## config.mk

```make
export PLATFORM = sky130hd
export DESIGN_NAME = xaui_kat
export DESIGN_NICKNAME = d
export VERILOG_FILES = /design/src/xaui_pkg.sv /design/src/pcs_tx.sv /design/src/pcs_sync.sv /design/src/pcs_deskew.sv /design/src/pcs_rx.sv /design/src/xaui_status_ctrl.sv /design/src/xaui_kat.sv
export SDC_FILE = /design/constraint.sdc
export NUM_CORES = 1
export LEC_CHECK = 0
export ABC_AREA = 1
export BUFFER_PORTS_ARGS = -buffer_cell sky130_fd_sc_hd__buf_2
export CORE_AREA = 2 2 259 261
export CTS_CLUSTER_DIAMETER = 60
export DETAILED_ROUTE_END_ITERATION = 7
export DIE_AREA = 0 0 261 263
export HOLD_SLACK_MARGIN = 0.08
export PLACE_DENSITY = 0.65
export SYNTH_ARGS = -nofsm -noshare
export SYNTH_HDL_FRONTEND = slang
export SYNTH_SLANG_ARGS = --single-unit
```

## constraint.sdc

```tcl
create_clock -name usrclk -period 3.3 [get_ports usrclk]
set_input_delay 0.165 -clock usrclk [delete_from_list [all_inputs] [get_ports usrclk]]
set_output_delay 0.165 -clock usrclk [all_outputs]
set_load 0.03 [all_outputs]
```

## src/xaui_pkg.sv

```systemverilog
`default_nettype none

package xaui_pkg;

  localparam int num_lanes = 4;

  // XGMII control characters.
  localparam logic [7:0] k_idle  = 8'h07;
  localparam logic [7:0] k_start = 8'hFB;
  localparam logic [7:0] k_term  = 8'hFD;
  localparam logic [7:0] k_error = 8'hFE;

  // 8b/10b special characters as seen on the transceiver side.
  localparam logic [7:0] k_sync  = 8'hBC; // K28.5, /K/.
  localparam logic [7:0] k_align = 8'h7C; // K28.3, /A/.
  localparam logic [7:0] k_seq   = 8'h9C; // K28.4, leads an ordered set.

  // Ordered sets, lane 0 in the low byte.
  localparam logic [31:0] local_fault_col  = {8'h01, 16'h0000, k_seq};
  localparam logic [31:0] remote_fault_col = {8'h02, 16'h0000, k_seq};

  localparam int align_period = 16; // Idle columns per /A/ column.

  // Lane synchronisation.
  localparam int sync_commas    = 4;
  localparam int sync_loss_errs = 4;

  // Lane deskew.
  localparam int align_columns    = 2;
  localparam int deskew_loss_errs = 4;

endpackage

`default_nettype wire

```

## src/pcs_tx.sv

```systemverilog
`default_nettype none

module pcs_tx (
  input  wire         usrclk,
  input  wire         reset,
  input  wire  [63:0] xgmii_txd,
  input  wire  [7:0]  xgmii_txc,
  output logic [63:0] mgt_txdata,
  output logic [7:0]  mgt_txcharisk
);

  logic [63:0] txd_q;
  logic [7:0]  txc_q;
  logic [63:0] enc_data;
  logic [7:0]  enc_k;
  int          idle_cnt;
  int          cnt_nxt;

  always_ff @(posedge usrclk) begin
    txd_q <= xgmii_txd;
    txc_q <= xgmii_txc;
  end

  // The idle counter runs across both columns, lower column first.
  always_comb begin
    enc_data = txd_q;
    enc_k    = txc_q;
    cnt_nxt  = idle_cnt;
    for (int c = 0; c < 2; c++) begin
      if (txc_q[c*xaui_pkg::num_lanes +: xaui_pkg::num_lanes] == '1 &&
          txd_q[c*8*xaui_pkg::num_lanes +: 8*xaui_pkg::num_lanes] ==
          {xaui_pkg::num_lanes{xaui_pkg::k_idle}}) begin
        if (cnt_nxt == xaui_pkg::align_period - 1) begin
          enc_data[c*8*xaui_pkg::num_lanes +: 8*xaui_pkg::num_lanes] =
            {xaui_pkg::num_lanes{xaui_pkg::k_align}};
          cnt_nxt = 0;
        end else begin
          enc_data[c*8*xaui_pkg::num_lanes +: 8*xaui_pkg::num_lanes] =
            {xaui_pkg::num_lanes{xaui_pkg::k_sync}};
          cnt_nxt = cnt_nxt + 1;
        end
      end
    end
  end

  always_ff @(posedge usrclk) begin
    if (reset) begin
      idle_cnt <= 0;
    end else begin
      idle_cnt <= cnt_nxt;
    end
  end

  always_ff @(posedge usrclk) begin
    mgt_txdata    <= enc_data;
    mgt_txcharisk <= enc_k; // Idle bytes keep their control bit as /K/ or /A/.
  end

endmodule

`default_nettype wire

```

## src/pcs_sync.sv

```systemverilog
`default_nettype none

module pcs_sync (
  input  wire        usrclk,
  input  wire        reset,
  input  wire  [7:0] mgt_codecomma,
  input  wire  [7:0] mgt_codevalid,
  input  wire  [3:0] mgt_syncok,
  input  wire  [3:0] mgt_rxlock,
  input  wire  [3:0] signal_detect,
  input  wire  [3:0] mgt_tx_reset,
  input  wire  [3:0] mgt_rx_reset,
  output logic [3:0] mgt_enable_align,
  output logic [3:0] sync_status
);

  typedef enum logic [1:0] {
    st_loss,
    st_comma,
    st_synced
  } sync_state_t;

  for (genvar i = 0; i < xaui_pkg::num_lanes; i++) begin : g_lane
    sync_state_t state;
    sync_state_t state_nxt;
    int          comma_cnt;
    int          comma_cnt_nxt;
    int          err_cnt;
    int          err_cnt_nxt;
    logic        code_ok;
    logic        comma_ok;
    logic        lane_ok;
    logic        en_q;

    // A lane owns bytes i and i+4.
    assign code_ok  = mgt_codevalid[i] & mgt_codevalid[i+xaui_pkg::num_lanes];
    assign comma_ok = (mgt_codecomma[i] | mgt_codecomma[i+xaui_pkg::num_lanes]) &
                      code_ok & mgt_syncok[i];
    assign lane_ok  = mgt_rxlock[i] & signal_detect[i] & ~mgt_tx_reset[i] & ~mgt_rx_reset[i];

    always_comb begin
      state_nxt     = state;
      comma_cnt_nxt = comma_cnt;
      err_cnt_nxt   = 0;
      if (!lane_ok) begin
        state_nxt     = st_loss;
        comma_cnt_nxt = 0;
      end else begin
        case (state)
          st_loss: begin
            if (comma_ok) begin
              state_nxt     = st_comma;
              comma_cnt_nxt = 1;
            end
          end
          st_comma: begin
            if (!code_ok) begin
              state_nxt     = st_loss; // A bad code restarts the comma search.
              comma_cnt_nxt = 0;
            end else if (comma_ok) begin
              if (comma_cnt >= xaui_pkg::sync_commas - 1) begin
                state_nxt     = st_synced;
                comma_cnt_nxt = 0;
              end else begin
                comma_cnt_nxt = comma_cnt + 1;
              end
            end
          end
          st_synced: begin
            if (!code_ok) begin
              if (err_cnt >= xaui_pkg::sync_loss_errs - 1) begin
                state_nxt = st_loss;
              end else begin
                err_cnt_nxt = err_cnt + 1;
              end
            end
          end
          default: state_nxt = st_loss;
        endcase
      end
    end

    always_ff @(posedge usrclk) begin
      if (reset) begin
        state     <= st_loss;
        comma_cnt <= 0;
        err_cnt   <= 0;
        en_q      <= 1'b0;
      end else begin
        state     <= state_nxt;
        comma_cnt <= comma_cnt_nxt;
        err_cnt   <= err_cnt_nxt;
        en_q      <= (state_nxt != st_synced); // Follows the state, so never set while synced.
      end
    end

    assign mgt_enable_align[i] = en_q;
    assign sync_status[i]      = (state == st_synced);
  end

endmodule

`default_nettype wire

```

## src/pcs_deskew.sv

```systemverilog
`default_nettype none

module pcs_deskew (
  input  wire         usrclk,
  input  wire         reset,
  input  wire  [63:0] mgt_rxdata,
  input  wire  [7:0]  mgt_rxcharisk,
  input  wire  [7:0]  mgt_codevalid,
  input  wire  [3:0]  sync_status,
  output logic        mgt_enchansync,
  output logic        align_status
);

  logic       all_sync;
  logic       any_err;
  logic       align_q;
  logic       part_a;
  logic [7:0] a_byte;
  logic [1:0] col_all;
  logic [1:0] col_any;
  int         full_a;
  int         a_cnt;
  int         err_cnt;

  always_comb begin
    for (int b = 0; b < 2*xaui_pkg::num_lanes; b++) begin
      a_byte[b] = mgt_rxcharisk[b] && (mgt_rxdata[8*b +: 8] == xaui_pkg::k_align);
    end
    for (int c = 0; c < 2; c++) begin
      col_all[c] = &a_byte[c*xaui_pkg::num_lanes +: xaui_pkg::num_lanes];
      col_any[c] = |a_byte[c*xaui_pkg::num_lanes +: xaui_pkg::num_lanes];
    end
    full_a = int'(col_all[0]) + int'(col_all[1]);
    part_a = |(col_any & ~col_all); // /A/ on some lanes only means the lanes disagree.
  end

  assign all_sync       = &sync_status;
  assign any_err        = ~&mgt_codevalid;
  assign mgt_enchansync = all_sync;
  assign align_status   = align_q & all_sync; // A lane losing sync drops alignment at once.

  always_ff @(posedge usrclk) begin
    if (reset || !all_sync) begin
      align_q <= 1'b0;
      a_cnt   <= 0;
      err_cnt <= 0;
    end else if (!align_q) begin
      err_cnt <= 0;
      if (part_a) begin
        a_cnt <= 0;
      end else if (a_cnt + full_a >= xaui_pkg::align_columns) begin
        align_q <= 1'b1;
        a_cnt   <= 0;
      end else begin
        a_cnt <= a_cnt + full_a;
      end
    end else if (any_err) begin
      if (err_cnt >= xaui_pkg::deskew_loss_errs - 1) begin
        align_q <= 1'b0;
        err_cnt <= 0;
      end else begin
        err_cnt <= err_cnt + 1;
      end
    end else begin
      err_cnt <= 0; // Only consecutive errored cycles count.
    end
  end

endmodule

`default_nettype wire

```

## src/pcs_rx.sv

```systemverilog
`default_nettype none

module pcs_rx (
  input  wire         usrclk,
  input  wire         reset,
  input  wire  [63:0] mgt_rxdata,
  input  wire  [7:0]  mgt_rxcharisk,
  input  wire  [7:0]  mgt_codevalid,
  input  wire         align_status,
  output logic [63:0] xgmii_rxd,
  output logic [7:0]  xgmii_rxc
);

  logic [63:0] dec_data;
  logic [7:0]  dec_c;

  always_ff @(posedge usrclk) begin
    for (int b = 0; b < 2*xaui_pkg::num_lanes; b++) begin
      if (!mgt_codevalid[b]) begin
        dec_data[8*b +: 8] <= xaui_pkg::k_error;
        dec_c[b]           <= 1'b1;
      end else if (mgt_rxcharisk[b] &&
                   (mgt_rxdata[8*b +: 8] == xaui_pkg::k_sync ||
                    mgt_rxdata[8*b +: 8] == xaui_pkg::k_align)) begin
        dec_data[8*b +: 8] <= xaui_pkg::k_idle; // No /R/ here, so /K/ and /A/ are all of idle.
        dec_c[b]           <= 1'b1;
      end else begin
        dec_data[8*b +: 8] <= mgt_rxdata[8*b +: 8];
        dec_c[b]           <= mgt_rxcharisk[b];
      end
    end
  end

  // Only the sequence character of the ordered set is a control byte.
  always_ff @(posedge usrclk) begin
    if (reset || !align_status) begin
      xgmii_rxd <= {2{xaui_pkg::local_fault_col}};
      xgmii_rxc <= {2{4'b0001}};
    end else begin
      xgmii_rxd <= dec_data;
      xgmii_rxc <= dec_c;
    end
  end

endmodule

`default_nettype wire

```

## src/xaui_status_ctrl.sv

```systemverilog
`default_nettype none

module xaui_status_ctrl (
  input  wire         usrclk,
  input  wire         reset,
  input  wire  [6:0]  configuration_vector,
  input  wire  [63:0] xgmii_rxd,
  input  wire  [7:0]  xgmii_rxc,
  input  wire         align_status,
  input  wire  [3:0]  sync_status,
  output logic        mgt_loopback,
  output logic        mgt_powerdown,
  output logic [7:0]  status_vector
);

  logic [3:2] cfg_q;
  logic [3:2] cfg_qq;
  logic       clr_fault;
  logic       sample_link;
  logic       remote_seen;
  logic       local_fault;
  logic       remote_fault;
  logic       rx_link_up;

  assign mgt_loopback  = configuration_vector[0];
  assign mgt_powerdown = configuration_vector[1];

  assign clr_fault   = cfg_q[2] & ~cfg_qq[2];
  assign sample_link = cfg_q[3] & ~cfg_qq[3];

  always_comb begin
    remote_seen = 1'b0;
    for (int c = 0; c < 2; c++) begin
      if (xgmii_rxc[4*c +: 4] == 4'b0001 &&
          xgmii_rxd[32*c +: 32] == xaui_pkg::remote_fault_col) begin
        remote_seen = 1'b1;
      end
    end
  end

  always_ff @(posedge usrclk) begin
    if (reset) begin
      cfg_q        <= '0;
      cfg_qq       <= '0;
      local_fault  <= 1'b1;
      remote_fault <= 1'b0;
      rx_link_up   <= 1'b0;
    end else begin
      cfg_q  <= configuration_vector[3:2];
      cfg_qq <= cfg_q;

      if (!align_status) begin
        local_fault <= 1'b1; // Held set for as long as the lanes are not aligned.
      end else if (clr_fault) begin
        local_fault <= 1'b0;
      end

      if (remote_seen) begin
        remote_fault <= 1'b1;
      end else if (clr_fault) begin
        remote_fault <= 1'b0;
      end

      if (!align_status) begin
        rx_link_up <= 1'b0;
      end else if (sample_link) begin
        rx_link_up <= align_status;
      end
    end
  end

  assign status_vector = {rx_link_up, align_status, sync_status, local_fault, remote_fault};

endmodule

`default_nettype wire

```

## src/xaui_kat.sv

```systemverilog
`default_nettype none

module xaui_kat (
  input  wire         reset,
  input  wire         usrclk,
  // Client side.
  input  wire  [63:0] xgmii_txd,
  input  wire  [7:0]  xgmii_txc,
  output wire  [63:0] xgmii_rxd,
  output wire  [7:0]  xgmii_rxc,
  // Transceiver side.
  output wire  [63:0] mgt_txdata,
  output wire  [7:0]  mgt_txcharisk,
  input  wire  [63:0] mgt_rxdata,
  input  wire  [7:0]  mgt_rxcharisk,
  input  wire  [7:0]  mgt_codevalid,
  input  wire  [7:0]  mgt_codecomma,
  output wire  [3:0]  mgt_enable_align,
  output wire         mgt_enchansync,
  input  wire  [3:0]  mgt_syncok,
  output wire         mgt_loopback,
  output wire         mgt_powerdown,
  input  wire  [3:0]  mgt_rxlock,
  // Status and configuration.
  input  wire  [6:0]  configuration_vector,
  output wire  [7:0]  status_vector,
  output wire         align_status,
  output wire  [3:0]  sync_status,
  input  wire  [3:0]  mgt_tx_reset,
  input  wire  [3:0]  mgt_rx_reset,
  input  wire  [3:0]  signal_detect
);

  pcs_tx i_pcs_tx (
    .usrclk        (usrclk),
    .reset         (reset),
    .xgmii_txd     (xgmii_txd),
    .xgmii_txc     (xgmii_txc),
    .mgt_txdata    (mgt_txdata),
    .mgt_txcharisk (mgt_txcharisk)
  );

  pcs_sync i_pcs_sync (
    .usrclk           (usrclk),
    .reset            (reset),
    .mgt_codecomma    (mgt_codecomma),
    .mgt_codevalid    (mgt_codevalid),
    .mgt_syncok       (mgt_syncok),
    .mgt_rxlock       (mgt_rxlock),
    .signal_detect    (signal_detect),
    .mgt_tx_reset     (mgt_tx_reset),
    .mgt_rx_reset     (mgt_rx_reset),
    .mgt_enable_align (mgt_enable_align),
    .sync_status      (sync_status)
  );

  pcs_deskew i_pcs_deskew (
    .usrclk         (usrclk),
    .reset          (reset),
    .mgt_rxdata     (mgt_rxdata),
    .mgt_rxcharisk  (mgt_rxcharisk),
    .mgt_codevalid  (mgt_codevalid),
    .sync_status    (sync_status),
    .mgt_enchansync (mgt_enchansync),
    .align_status   (align_status)
  );

  pcs_rx i_pcs_rx (
    .usrclk        (usrclk),
    .reset         (reset),
    .mgt_rxdata    (mgt_rxdata),
    .mgt_rxcharisk (mgt_rxcharisk),
    .mgt_codevalid (mgt_codevalid),
    .align_status  (align_status),
    .xgmii_rxd     (xgmii_rxd),
    .xgmii_rxc     (xgmii_rxc)
  );

  xaui_status_ctrl i_xaui_status_ctrl (
    .usrclk               (usrclk),
    .reset                (reset),
    .configuration_vector (configuration_vector),
    .xgmii_rxd            (xgmii_rxd),
    .xgmii_rxc            (xgmii_rxc),
    .align_status         (align_status),
    .sync_status          (sync_status),
    .mgt_loopback         (mgt_loopback),
    .mgt_powerdown        (mgt_powerdown),
    .status_vector        (status_vector)
  );

endmodule

`default_nettype wire

```

* Word-level counts from Yosys, hierarchy flattened
Index checks and enable logic that the tools add are counted. W data, S select, Z words.
Storage, ports and cells: flip-flop bits (word level) 660, latch bits 0, memory bits (writable) 0, ROM bits 0, input bits 189, word-level logic and storage cells 334, memories kept 0
Cells by class: add/subtract/negate cells 13, $mul 0, div/mod/pow operators 0, $lt $le $gt $ge 10, equal/unequal tests 46, shift-type cells 0, muxes and demuxes 79, bitwise operators 61, reductions and logical operators 70
Operator list (count):
- $mux W32 | 26
- $add A32 B2 Y32 const B | 11
- $ge A32 B3 Y1 const B | 10
- $pmux W32 S2 | 4
- $eq A32 B26 Y1 const B | 2
- $eq A32 B27 Y1 const B | 2
- $eq A32 B5 Y1 const B | 2
- $eq A8 B7 Y1 const B | 8
- $eq A8 B8 Y1 const B | 8
- $mux W8 | 8
- $mux W2 | 28
- $add A32 B32 Y32 | 1
- $not A1 Y1 | 28
- $reduce_or A2 Y1 | 14
- $and A1 B1 Y1 | 27
- $pmux W2 S3 | 4
- $logic_and A1 B1 Y1 | 20
- $reduce_or A5 Y1 | 4
- $ne A3 B3 Y1 const B | 4
- $reduce_and A3 Y1 | 4
- $reduce_and A4 Y1 | 3
- $reduce_or A4 Y1 | 3
- $logic_or A1 B1 Y1 | 10
- $reduce_bool A2 Y1 | 5
- other kinds (14) | 43

* Longest topological paths before layout
depth in word-level cells 9, depth in mapped cells 29

* By module
A second synthesis with hierarchy kept.
Second synthesis, totals: cells, all modules 4804, area, all modules 32283.5 um^2
Modules (own cells, without submodules):
- pcs_sync | times used 1, cells each 2359, area an instance 15180.8 um^2, sequential area each 5365.1 um^2
- pcs_tx | times used 1, cells each 1061, area an instance 7554.7 um^2, sequential area each 3523.4 um^2
- pcs_rx | times used 1, cells each 526, area an instance 4474.3 um^2, sequential area each 2882.8 um^2
- pcs_deskew | times used 1, cells each 739, area an instance 4433.0 um^2, sequential area each 1301.2 um^2
- xaui_status_ctrl | times used 1, cells each 119, area an instance 640.6 um^2, sequential area each 140.1 um^2

* Least setup slack after synthesis
Ideal clock, no wire load.
path type in2reg, start point input port mgt_rxdata[60], end point register i_pcs_deskew.a_cnt[10] in the netlist's numbering, data arrival time 3.163 ns, data required time 3.241 ns, setup slack 0.078 ns, stages on the path 22, path through inv_1 > nor4_1 > nand2_1 > nor4_1 > ha_1 > ha_1 > fa_1 > nand3_1 > nor2_1 > nand3_1 > inv_1 > a21o_1 > nand2_1 > nand2_1 > inv_1 > nand2_1 > nor2_1 > nand3_1 > nand2_1 > buf_4 > nand3_1 > nand2_1
On the way: word-level cells in the longest chain between the ends 8, elaborated cells between the ends (all ways) 12, classes of those cells add/sub (2); order compare (1); eq/ne (1); mux (2); bitwise (2); reduce/logical (4)
Ends and longest elaborated chain:
- start, declared | RTL line xaui_kat.sv:14 | input wire [63:0] mgt_rxdata,
- $eq A8 B7 Y1 * | RTL line pcs_deskew.sv:27 | a_byte[b] = mgt_rxcharisk[b] && (mgt_rxdata[8*b +: 8] == xaui_pkg::k_align);
- $logic_and A1 B1 Y1 * | RTL line pcs_deskew.sv:27
- $reduce_and A4 Y1 | RTL line pcs_deskew.sv:30 | col_all[c] = &a_byte[c*xaui_pkg::num_lanes +: xaui_pkg::num_lanes];
- $add A1 B1 Y2 | RTL line pcs_deskew.sv:33 | full_a = int'(col_all[0]) + int'(col_all[1]);
- $add A32 B32 Y32 | RTL line pcs_deskew.sv:51, pcs_deskew.sv:55
- $ge A32 B3 Y1 | RTL line pcs_deskew.sv:51 | end else if (a_cnt + full_a >= xaui_pkg::align_columns) begin
- $mux W32 | RTL line pcs_deskew.sv:51
- $mux W32 * | RTL line pcs_deskew.sv:49 | if (part_a) begin
- end signal, assigned | RTL line pcs_deskew.sv:55 | a_cnt <= a_cnt + full_a;
- end, declared | RTL line pcs_deskew.sv:22 | int a_cnt;
Every way passes the cells marked *; elsewhere a longest branch is shown, timed or not. A chain may end at the register's enable or synchronous reset.

* Worst setup path after layout
start point input port mgt_rxdata[4], end point register i_pcs_deskew.a_cnt[3] in the netlist's numbering
Same word-level chain as after synthesis.

==> flow_metrics.env <==
export IMPL_status="completed"
export IMPL_antenna_found_initial=1
export IMPL_portBuffers=345
export IMPL_tns_ns=0
export IMPL_fp_dieW_um=261
export IMPL_synth_top_cell_by_area="dfxtp_1"
export IMPL_drive_above_1_share_pct=16.9
export IMPL_arrival_ns=3.70
export IMPL_netlist_area_um2=29400
export IMPL_drcViolationCount=0
export IMPL_required_ns=3.85
export IMPL_synth_edf_count=0
export IMPL_cts_sinks=660
export IMPL_startpoint="mgt_rxdata[4]"
export IMPL_setup_violations=0
export IMPL_ys_types=63
export IMPL_routabilityCongestion=0.946
export IMPL_yosysTopAreaCellShare_pct=44.9
export IMPL_rrSetupSlack_ns=0.35
export IMPL_synth_nets=4309
export IMPL_diodes=0
export IMPL_initial_core_util_pct=44.8
export IMPL_async_flop_share_pct=0
export IMPL_routedWlPerCell_um=14.5
export IMPL_wl_um=82800
export IMPL_grt_pass1_vias=26406
export IMPL_drt_antenna_violating_nets=0
export IMPL_cap_violations=0
export IMPL_end_kind="register"
export IMPL_rsz0062_at_grt="true"
export IMPL_p_leak_nw=16.2
export IMPL_slew_violations=0
export IMPL_die_area_um2=68600
export IMPL_hpwl_um=59800
export IMPL_clockRootBuffer="clkbuf_16"
export IMPL_layout_nets=4987
export IMPL_timing_final_crit_share_pct=95.4
export IMPL_pwr_density_cell_nw_per_um2=470
export IMPL_final_util_pct=57.5
export IMPL_fill_cells=6072
export IMPL_cts_htree_levels=3
export IMPL_hold_class="input pin to register"
export IMPL_rows=94
export IMPL_skew_ns=0.0284
export IMPL_vias_per_cell=4.96
export IMPL_worst_setup_path_start_kind="input pin"
export IMPL_synth_seq_cells=660
export IMPL_syn_inst=4105
export IMPL_peakVddDrop_mv=0.492
export IMPL_drt_pass1_iter_count=6
export IMPL_netlist_top_cells_area="dfxtp_1 (45%), nand2_1 (11%), nor2_1 (7.8%)"
export IMPL_grt_max_degree=67
export IMPL_groute_usage_overall_pct=23.3
export IMPL_grt_pass1_wl_um=132000
export IMPL_worst_slew_pin_slew_ns=0.793
export IMPL_core_area_um2=65600
export IMPL_vias=28340
export IMPL_tritoncts="built"
export IMPL_syn_avg_cell_area_um2=7.17
export IMPL_worstReg2RegStart="i_pcs_tx.txd_q[29]"
export IMPL_dr_first_iter_drc_count=1767
export IMPL_hold_start="mgt_rx_reset[1]"
export IMPL_finalCriticalPeriod_ns=3.15
export IMPL_synthFlopType="dfxtp_1"
export IMPL_io_pins=353
export IMPL_critical_path_class="input pin to register"
export IMPL_worst_slew_margin_rel_pct=46.7
export IMPL_cts_max_path_buffers=3
export IMPL_max_freq_mhz=318
export IMPL_finalHoldViolCount=0
export IMPL_cts_clk_slew_worst_paths_ns=0.06
export IMPL_final_cell_mix="nand2_1 (859), dfxtp_1 (660), nor2_1 (601)"
export IMPL_numCtsBuffers=75
export IMPL_ys_seq_area_share_pct=44.9
export IMPL_overflow=0
export IMPL_final_common_cell="nand2_1"
export IMPL_die_y_um=263
export IMPL_clkLatencyLatePin_ns=0.61
export IMPL_critPathMaxFanout=7
export IMPL_yosys_warnings=0
export IMPL_area_delta_synth_final_pct=28.3
==> kinds of logic after synthesis <==
kind of cell,Yosys count,synth area share [%]
XOR/XNOR,87,2.59
flip-flops,660,44.9
AND/OR/NAND/NOR,2248,34.6
buffers and inverters,685,9.02
AO/OA/AOI/OAI,410,8.19
adder cells (fa/ha/maj),15,0.664
==> cells in the mapped netlist (20+ instances only) <==
cell type	n
nor3_1	167
a211oi_1	20
clkbuf_1	50
inv_1	589
dfxtp_1	660
nor3b_1	20
o21a_1	21
a21oi_1	163
nand2_1	864
nand3_1	212
nor2_2	32
o21ai_0	117
nor2_1	611
xor2_1	60
or2_2	39
nor4_1	98
nand4_1	116
nand2_2	21
xnor2_1	27
==> metrics by stage <==
step	cell area, µm²	worst slack [ns]	hold slack (ns)	cells	power [W]
finish	37700	0.151	0.109	5708	0.0178
global route	37700	-0.0604	0.139	5708	0.0183
CTS	37500	0.00516	0.0818	5700	0.0179
detailed placement	32900	-0.780	0.269	5369	0.00892
global placement	32900	-0.726	0.267	5369	0.00891
floorplan	29400	0.0779	0.193	4105	0.00861
==> path summary, 6_finish.rpt <==
kind | endpoint | cells after the start
max | i_pcs_deskew.a_cnt[3] | 24
min | i_pcs_sync.g_lane[1].comma_cnt[0] | 7
max reg2reg | i_pcs_tx.idle_cnt[14] | 18
min reg2reg | i_pcs_tx.mgt_txcharisk[6] | 0
==> flip-flops by register name (all words and copies together), names as in the netlist, 32 cells and up <==
register and cells:
i_pcs_tx.idle_cnt 32, i_pcs_deskew.err_cnt 32, i_pcs_deskew.a_cnt 32, i_pcs_tx.txd_q 64, i_pcs_rx.dec_data 64, i_pcs_sync.g_lane.err_cnt 128
i_pcs_sync.g_lane.comma_cnt 128, i_pcs_tx.mgt_txdata 64, i_pcs_rx.xgmii_rxd 64
==> routing by layer <==
metal / vias up / GRT usage (%) / share of wire [%]
li1: 14600 / - / -
met1: 12810 / 30.8 / 46
met2: 722 / 38.8 / 46
met3: 208 / 3.13 / 4.7
met4: 0 / 8.52 / 3.7
met5: - / 0 / 0
==> where the power goes <==
part           switching [W]  internal, W  total [W]  leakage (nW)
clock network        0.00344      0.00537    0.00881          1.31
logic               0.000403     0.000370   0.000774          9.45
registers          0.0000542      0.00812    0.00817          5.39
==> area by class of cell <==
cell class                 instances  area, µm²  share of cell area (%)
clock buffer                     105       2210                    5.86
clock inverter                    33        443                    1.17
inverter                         605       2270                    6.02
multi-input combinational       2760      13700                    36.3
sequential                       660      13200                    35.0
tap                              864       1080                    2.86
timing repair buffer             681       4810                    12.8
==> worst max-delay path: stages <==
cell and delay (ns):
dlygate4sd3_1 0.54, buf_2 0.14, nand4_1 0.11, inv_2 0.05, nand4_1 0.08, buf_4 0.14
inv_2 0.03, ha_1 0.27, ha_2 0.19, fa_2 0.25, nand3_4 0.13, nor2_4 0.12
nand3_2 0.08, nor2_1 0.17, nand2_1 0.10, xnor2_1 0.14, nor2_1 0.14, nand2_1 0.10
nor2_2 0.15, nand3_2 0.12, nand2_4 0.17, clkbuf_16 0.18, nand3_1 0.06, nand2_1 0.07
==> repair_timing <==
item / in CTS / in global routing
hold buffers: 193 / 0
gates resized for setup: 3 / 47
endpoints found under the setup margin: 31 / 35
hold endpoints to repair: 159 / 0
cloned: 0 / 2
pin swaps: 0 / 18
setup buffers: 0 / 7
No activity file was read; power rests on OpenSTA's default activity.
